File: config.mk
export PLATFORM = sky130hd
export DESIGN_NAME = cgra_init_top
export DESIGN_NICKNAME = d
export VERILOG_FILES = /design/src/hw/cgra_init_pkg.sv /design/src/hw/cgra_init_top.sv /design/src/hw/pe_conf_readout.sv /design/src/hw/pe_init_slot.sv /design/src/hw/cgra_initial_conf_control.sv
export SDC_FILE = /design/constraint.sdc
export NUM_CORES = 2
export LEC_CHECK = 0
export ABC_AREA = 1
export BUFFER_PORTS_ARGS = -buffer_cell sky130_fd_sc_hd__buf_2
export CORE_MARGIN = 5
export CORE_UTILIZATION = 57
export DETAILED_ROUTE_END_ITERATION = 10
export PLACE_DENSITY = 0.78
export SLEW_MARGIN = 0
export SYNTH_ARGS = -nofsm -noshare
export SYNTH_HDL_FRONTEND = slang
export SYNTH_SLANG_ARGS = --single-unit
export TNS_END_PERCENT = 20
File: constraint.sdc
create_clock -name clk -period 16.5 [get_ports clk]
set_input_delay 3.3 -clock clk [delete_from_list [all_inputs] [get_ports clk]]
set_output_delay 3.3 -clock clk [all_outputs]
set_load 0.01 [all_outputs]
File: src/hw/cgra_init_pkg.sv
package cgra_init_pkg;

  localparam int LINE_W        = 512;
  localparam int REC_W         = 128;
  localparam int RECS_PER_LINE = 4;
  localparam int INIT_BUS_W    = 45;
  localparam int PE_ID_W       = 5;
  localparam int MAX_PE        = 32;

  // Record field widths, packed from the low end of the init bus
  localparam int CONST_W  = 16;
  localparam int PC_MAX_W = 8;
  localparam int LOOP_W   = 8;
  localparam int IGNORE_W = 8;

  // Field positions inside one record slice
  localparam int REC_ID_OFS     = 0;
  localparam int REC_CONST_OFS  = 16;
  localparam int REC_PC_MAX_OFS = 32;
  localparam int REC_LOOP_OFS   = 64;
  localparam int REC_IGNORE_OFS = 96;

  // Header line layout
  localparam int HDR_COUNT_OFS = 0;
  localparam int HDR_CONF_OFS  = 32;
  localparam int HDR_NET_OFS   = 64;
  localparam int HDR_RMASK_OFS = 96;
  localparam int HDR_WMASK_OFS = 128;

  typedef enum logic [2:0] {
    CONF_IDLE,
    CONF_REQ_DATA,
    CONF_WAIT_DATA,
    CONF_INIT,
    CONF_SEND,
    CONF_DONE
  } conf_state_t;

endpackage
File: src/hw/cgra_init_top.sv
`timescale 1ns/1ns

module cgra_init_top import cgra_init_pkg::*; #(
  parameter int NUM_PE = 8
) (
  input  logic                  clk,
  input  logic                  rst,
  input  logic                  start,
  input  logic                  available_read,
  input  logic [LINE_W-1:0]     rd_data,
  input  logic                  rd_data_valid,
  input  logic                  rd_req,
  input  logic [PE_ID_W-1:0]    rd_sel,
  output logic                  req_rd_data,
  output logic [31:0]           qtd_conf,
  output logic [31:0]           qtd_net_conf,
  output logic [1:0]            read_fifo_mask,
  output logic [1:0]            write_fifo_mask,
  output logic                  done,
  output logic                  rd_ack,
  output logic [INIT_BUS_W-1:0] rd_rec,
  output logic                  rd_loaded
);

  logic                         conf_valid;
  logic [INIT_BUS_W-1:0]        conf_bus;
  logic [NUM_PE*INIT_BUS_W-1:0] slot_recs;
  logic [NUM_PE-1:0]            slot_loaded;

  cgra_initial_conf_control u_ctrl (
    .clk             (clk),
    .rst             (rst),
    .start           (start),
    .available_read  (available_read),
    .rd_data         (rd_data),
    .rd_data_valid   (rd_data_valid),
    .req_rd_data     (req_rd_data),
    .conf_valid      (conf_valid),
    .conf_bus        (conf_bus),
    .qtd_conf        (qtd_conf),
    .qtd_net_conf    (qtd_net_conf),
    .read_fifo_mask  (read_fifo_mask),
    .write_fifo_mask (write_fifo_mask),
    .done            (done)
  );

  // One slot per PE, all listening on the same init bus
  for (genvar i = 0; i < NUM_PE; i++) begin : g_slot
    pe_init_slot #(
      .SLOT_ID (i)
    ) u_slot (
      .clk        (clk),
      .rst        (rst),
      .conf_valid (conf_valid),
      .conf_bus   (conf_bus),
      .rec        (slot_recs[i*INIT_BUS_W +: INIT_BUS_W]),
      .loaded     (slot_loaded[i])
    );
  end

  pe_conf_readout #(
    .NUM_PE (NUM_PE)
  ) u_readout (
    .clk         (clk),
    .rst         (rst),
    .slot_recs   (slot_recs),
    .slot_loaded (slot_loaded),
    .rd_req      (rd_req),
    .rd_sel      (rd_sel),
    .rd_ack      (rd_ack),
    .rd_rec      (rd_rec),
    .rd_loaded   (rd_loaded)
  );

endmodule

File: src/hw/pe_conf_readout.sv
`timescale 1ns/1ns

module pe_conf_readout import cgra_init_pkg::*; #(
  parameter int NUM_PE = 8
) (
  input  logic                         clk,
  input  logic                         rst,
  input  logic [NUM_PE*INIT_BUS_W-1:0] slot_recs,
  input  logic [NUM_PE-1:0]            slot_loaded,
  input  logic                         rd_req,
  input  logic [PE_ID_W-1:0]           rd_sel,
  output logic                         rd_ack,
  output logic [INIT_BUS_W-1:0]        rd_rec,
  output logic                         rd_loaded
);

  typedef enum logic [1:0] {
    RD_IDLE,
    RD_ACK,
    RD_RELEASE
  } rd_state_t;

  rd_state_t state;

  logic [INIT_BUS_W-1:0] sel_rec;
  logic                  sel_loaded;

  // Out of range selections answer with an empty record
  always_comb begin
    sel_rec    = '0;
    sel_loaded = 1'b0;
    for (int i = 0; i < NUM_PE; i++) begin
      if (int'(rd_sel) == i) begin
        sel_rec    = slot_recs[i*INIT_BUS_W +: INIT_BUS_W];
        sel_loaded = slot_loaded[i];
      end
    end
  end

  always_ff @(posedge clk) begin
    if (rst) begin
      state     <= RD_IDLE;
      rd_ack    <= 1'b0;
      rd_rec    <= '0;
      rd_loaded <= 1'b0;
    end else begin
      case (state)
        RD_IDLE: begin
          if (rd_req) begin
            rd_rec    <= sel_rec;
            rd_loaded <= sel_loaded;
            rd_ack    <= 1'b1;
            state     <= RD_ACK;
          end
        end
        RD_ACK: begin
          if (!rd_req) begin
            rd_ack <= 1'b0;
            state  <= RD_RELEASE;
          end
        end
        RD_RELEASE: begin
          // One idle cycle between transactions
          state <= RD_IDLE;
        end
        default: begin
          state <= RD_IDLE;
        end
      endcase
    end
  end

endmodule

File: src/hw/pe_init_slot.sv
`timescale 1ns/1ns

module pe_init_slot import cgra_init_pkg::*; #(
  parameter int SLOT_ID = 0
) (
  input  logic                  clk,
  input  logic                  rst,
  input  logic                  conf_valid,
  input  logic [INIT_BUS_W-1:0] conf_bus,
  output logic [INIT_BUS_W-1:0] rec,
  output logic                  loaded
);

  logic hit;

  // Id sits in the low bits of the bus
  assign hit = conf_valid && (conf_bus[PE_ID_W-1:0] == PE_ID_W'(SLOT_ID));

  always_ff @(posedge clk) begin
    if (rst) begin
      rec    <= '0;
      loaded <= 1'b0;
    end else if (hit) begin
      // Last record for this id wins
      rec    <= conf_bus;
      loaded <= 1'b1;
    end
  end

endmodule

File: src/hw/cgra_initial_conf_control.sv
`timescale 1ns/1ns

module cgra_initial_conf_control import cgra_init_pkg::*; (
  input  logic                  clk,
  input  logic                  rst,
  input  logic                  start,
  input  logic                  available_read,
  input  logic [LINE_W-1:0]     rd_data,
  input  logic                  rd_data_valid,
  output logic                  req_rd_data,
  output logic                  conf_valid,
  output logic [INIT_BUS_W-1:0] conf_bus,
  output logic [31:0]           qtd_conf,
  output logic [31:0]           qtd_net_conf,
  output logic [1:0]            read_fifo_mask,
  output logic [1:0]            write_fifo_mask,
  output logic                  done
);

  localparam int LINE_CNT_W = $clog2(RECS_PER_LINE + 1);

  conf_state_t state;
  conf_state_t state_after_fetch;

  logic [LINE_W-1:0]     line_q;
  logic [31:0]           qtd_init_q;
  logic [31:0]           sent_cnt;
  logic [LINE_CNT_W-1:0] line_cnt;

  // First stage, one extracted record
  logic                send_q;
  logic [PE_ID_W-1:0]  id_q;
  logic [CONST_W-1:0]  const_q;
  logic [PC_MAX_W-1:0] pc_max_q;
  logic [LOOP_W-1:0]   loop_q;
  logic [IGNORE_W-1:0] ignore_q;

  always_ff @(posedge clk) begin
    if (rst) begin
      state             <= CONF_IDLE;
      state_after_fetch <= CONF_IDLE;
      req_rd_data       <= 1'b0;
      send_q            <= 1'b0;
      qtd_init_q        <= '0;
      sent_cnt          <= '0;
      // Starts full so the first send state fetches a line
      line_cnt          <= LINE_CNT_W'(RECS_PER_LINE);
      qtd_conf          <= '0;
      qtd_net_conf      <= '0;
      read_fifo_mask    <= '0;
      write_fifo_mask   <= '0;
      done              <= 1'b0;
    end else begin
      req_rd_data <= 1'b0;
      send_q      <= 1'b0;
      case (state)
        CONF_IDLE: begin
          if (start) begin
            state             <= CONF_REQ_DATA;
            state_after_fetch <= CONF_INIT;
          end
        end
        CONF_REQ_DATA: begin
          // Hold here while the memory is busy
          if (available_read) begin
            req_rd_data <= 1'b1;
            state       <= CONF_WAIT_DATA;
          end
        end
        CONF_WAIT_DATA: begin
          if (rd_data_valid) begin
            state <= state_after_fetch;
          end
        end
        CONF_INIT: begin
          qtd_init_q      <= line_q[HDR_COUNT_OFS +: 32];
          qtd_conf        <= line_q[HDR_CONF_OFS +: 32];
          qtd_net_conf    <= line_q[HDR_NET_OFS +: 32];
          read_fifo_mask  <= line_q[HDR_RMASK_OFS +: 2];
          write_fifo_mask <= line_q[HDR_WMASK_OFS +: 2];
          state           <= CONF_SEND;
        end
        CONF_SEND: begin
          if (sent_cnt >= qtd_init_q) begin
            state <= CONF_DONE;
          end else if (line_cnt < LINE_CNT_W'(RECS_PER_LINE)) begin
            send_q   <= 1'b1;
            sent_cnt <= sent_cnt + 32'd1;
            line_cnt <= line_cnt + 1'b1;
          end else begin
            line_cnt          <= '0;
            state             <= CONF_REQ_DATA;
            state_after_fetch <= CONF_SEND;
          end
        end
        CONF_DONE: begin
          done <= 1'b1;
        end
        default: begin
          state <= CONF_IDLE;
        end
      endcase
    end
  end

  // Line buffer and field extraction
  always_ff @(posedge clk) begin
    if (state == CONF_WAIT_DATA && rd_data_valid) begin
      line_q <= rd_data;
    end else if (state == CONF_SEND && sent_cnt < qtd_init_q &&
                 line_cnt < LINE_CNT_W'(RECS_PER_LINE)) begin
      id_q     <= line_q[REC_ID_OFS +: PE_ID_W];
      const_q  <= line_q[REC_CONST_OFS +: CONST_W];
      pc_max_q <= line_q[REC_PC_MAX_OFS +: PC_MAX_W];
      loop_q   <= line_q[REC_LOOP_OFS +: LOOP_W];
      ignore_q <= line_q[REC_IGNORE_OFS +: IGNORE_W];
      line_q   <= line_q >> REC_W;
    end
  end

  // Second stage drives the init bus
  always_ff @(posedge clk) begin
    if (rst) begin
      conf_valid <= 1'b0;
      conf_bus   <= '0;
    end else begin
      conf_valid <= send_q;
      if (send_q) begin
        conf_bus <= {ignore_q, loop_q, pc_max_q, const_q, id_q};
      end else begin
        conf_bus <= '0;
      end
    end
  end

endmodule

==> out/metrics.csv <==
metric,value,unit
clk buf depth,3,
count of cell types in the netlist,46,
hold path start,u_ctrl.line_q[103],
source-to-sink clock delay at the later pin of the worst-skew pair,680,ps
mean number of vias per cell,5.51,
portion of total power attributed to combinational logic,0.060,
main flop type after synthesis,dfxtp_1,
Synth Area in Simple Gates,0.129,
detailed router's first-iteration violation count,3165,
number of rows in the core area,100,
clock-pin slew on the worst setup and hold paths,60,ps
type of destination of the critical path,flop,
clock tree from TritonCTS,yes,
via total after detailed routing,32100,
number of antenna violations at the first check in global routing,48,
setup slack of the critical path after layout,10200,ps
mean post-synth cell area,9.96,um^2
sum of negative setup slack,0,ps
core box area,74400,um^2
cts hold-fix bufs,0,
overall die width,284,um
"post-synthesis share of cell area spent on full adders, half adders and majority gates",0.00994,
Post-CTS Repair Setup Buffers,0,
area after detailed placement,45900,um^2
compound-gate portion of the synthesized area,0.106,
final design area excluding fillers,49500,um^2
estimated wirelength of the detail-placed design,75.7,mm
Critical Setup Path Class,in2reg,
die span in y,284,um
worst relative slew slack,0.193,
Inserted Clock Buffers,106,
Congestion Overflow GR,0,
Min-Delay Path Class,reg2reg,
setup repair after global routing missed its margin,no,
worst-case vdd ir drop,114,uV
part of the total power dissipated in the clock network,0.433,
Final ANT Viol Nets,0,
largest net degree at the start of global routing,182,
number of setup violations in the final report,0,
source of the critical timing path,rst,
async set-reset flop share out of synthesis,0,
count of flip-flops with a built-in enable after synthesis,461,
multiplexer share of the synthesized area,0.0821,
max cap viols,0,
fraction of post-synthesis cell area in the top cell type by area,0.323,
cell leakage power,19.5,nW
setup skew after layout,31.6,ps
xor/xnor share of the synthesized area,0.00348,
initial core utilization,0.575,
Area growth syn-to-layout,15.8,%
Final Slew Violations,0,
Post-Synthesis Cells,4296,
aggregate global-route resource usage,0.284,
total of buffers placed on input and output ports,543,
sequential share of power,0.507,
Util after Layout,0.666,
Routed Wire Length,119,mm
main combinational cell family by area after synthesis,simple AND/OR/NAND/NOR gates,
Pint,4.34,mW
sequential fraction of the synthesis area,0.607,
GP Congestion,0.898,
Seq cells post-synth,1067,
length in cells of the worst reg-to-reg path,13,
final worst-path cycle share,0.382,
die area,80700,um^2
"Net Count, Synth",4853,
Yosys top cell by area,edfxtp_1,
"count leader, synth",nor2_1,
number of resized instances in the post-cts repair step,0,
Setup WS pre-CTS,9660,ps
sink count of the clock tree,1067,
Pre-Repair DR Iteration Count,6,
wire per inst,20.5,um
cell depth of the worst hold path,0,
data required time at the worst endpoint,17080,ps
highest achievable clock rate,159,MHz
status,"finished, final reports clean",
Worst R2R Start,u_ctrl.sent_cnt[17],
Power Dens Cells,113,nW/um^2
number of global-route vias before repair,30900,
pin slew with the least headroom to its limit,1210,ps
first-pass GRT wire length,180,mm
synthesized area,42800,um^2
I/O pin total,640,
most frequent cells after synthesis,"nor2_1, dfxtp_1, edfxtp_1",
Crit path arrival time,6880,ps
DR DRC count,0,
# H-tree levels,3,
Area contributors post-synth,"edfxtp_1, dfxtp_1, mux2_2, nor2_1, o21ai_0",
fraction of layout cells with a size suffix above 1,0.233,
worst hold slack across all endpoints,421,ps
CTS Root Cell,clkbuf_16,
CP Launch Type,primary input,
Final #Nets,5285,
Yosys warnings,0,
"Hold Vio Cnt, Final",0,
Switching Fraction,0.225,
final critical path time including I/O delays and setup,6300,ps
worst-path fanout max,144,
net switching power,1.26,mW
path summary, 6_finish.rpt:
path / slack [ps] / end
setup / recovery: 10200 / g_slot[0].u_slot.rec[10]
hold / removal: 420 / u_ctrl.ignore_q[7]
setup reg to reg: 11930 / u_ctrl.line_q[419]
hold reg to reg: 420 / u_ctrl.ignore_q[7]
critical path: stages:
cell     delay (ps)
buf_4           270
inv_8           550
buf_4          1010
buf_4           970
o21ai_0         290
a21oi_1         190
layout by cell type, fill, tap and decap left out, types with 10 or more instances in the layout:
cell type  count
nor2_1       785
dfxtp_1      606
buf_2        542
edfxtp_1     461
o21ai_0      450
nand2_1      416
inv_1        391
mux2_2       312
a21oi_1      263
clkbuf_16    107
nand4_1       69
ha_1          34
buf_4         33
nand3_1       31
o22ai_1       31
nor3_1        31
diode_2       29
o221ai_1      28
clkbuf_1      24
clkinv_2      21
o21ai_2       18
clkbuf_8      17
clkinv_1      16
a21oi_2       15
o2111ai_1     13
inv_2         11
xor2_1        10
routing by layer:
layer  up-vias  wire, um  track usage
met5         -       187            0
met4        28      3890       0.0980
met3       277     11400       0.0828
met2      1330     56200        0.464
met1     15100     47600        0.365
li1      15300         -            -
cell families (layout without fill, tap and decap cells):
| group | count (synthesis) | in the layout |
|---|---|---|
| flip-flops | 1067 | 1067 |
| buffers and inverters | 660 | 1184 |
| adder cells (fa/ha/maj) | 34 | 34 |
| other | 0 | 29 |
| multiplexers | 312 | 312 |
| AND/OR/NAND/NOR | 1369 | 1369 |
| AO/OA/AOI/OAI | 837 | 837 |
| XOR/XNOR | 17 | 17 |
through the flow:
step | total power [mW] | cells
finish | 5.59 | 5818
global route | 5.77 | 5803
CTS | 5.62 | 5789
detailed placement | 3.23 | 5589
global placement | 3.22 | 5589
floorplan | 3.12 | 4296
flip-flops by register name, summed over array words and instances (netlist names), 16 cells and up:
signal / flops
u_ctrl.const_q: 16
u_ctrl.sent_cnt: 32
u_ctrl.qtd_init_q: 32
u_ctrl.qtd_conf: 32
u_ctrl.qtd_net_conf: 32
u_readout.rd_rec: 45
u_ctrl.conf_bus: 45
u_ctrl.line_q: 416
g_slot.u_slot.rec: 360
power groups by stage:
stage / sequential [mW] / clock [mW] / combinational [mW]
after floorplan: 2.92 / 0 / 0.199
after global placement: 2.89 / 0 / 0.325
after detailed placement: 2.89 / 0 / 0.332
after CTS: 2.84 / 2.45 / 0.336
after global routing: 2.84 / 2.56 / 0.367
final: 2.84 / 2.42 / 0.336
final cells by class:
class / count / area (um^2)
flip-flops and latches: 1067 / 26000
inverters: 408 / 1540
well taps: 969 / 1210
multi-input cells: 2569 / 14200
clock inverters: 52 / 522
fillers: 5688 / 24900
diodes: 29 / 72.6
repair buffers: 576 / 2980
clock buffers: 148 / 3000
(Power assumes the default switching activity.)
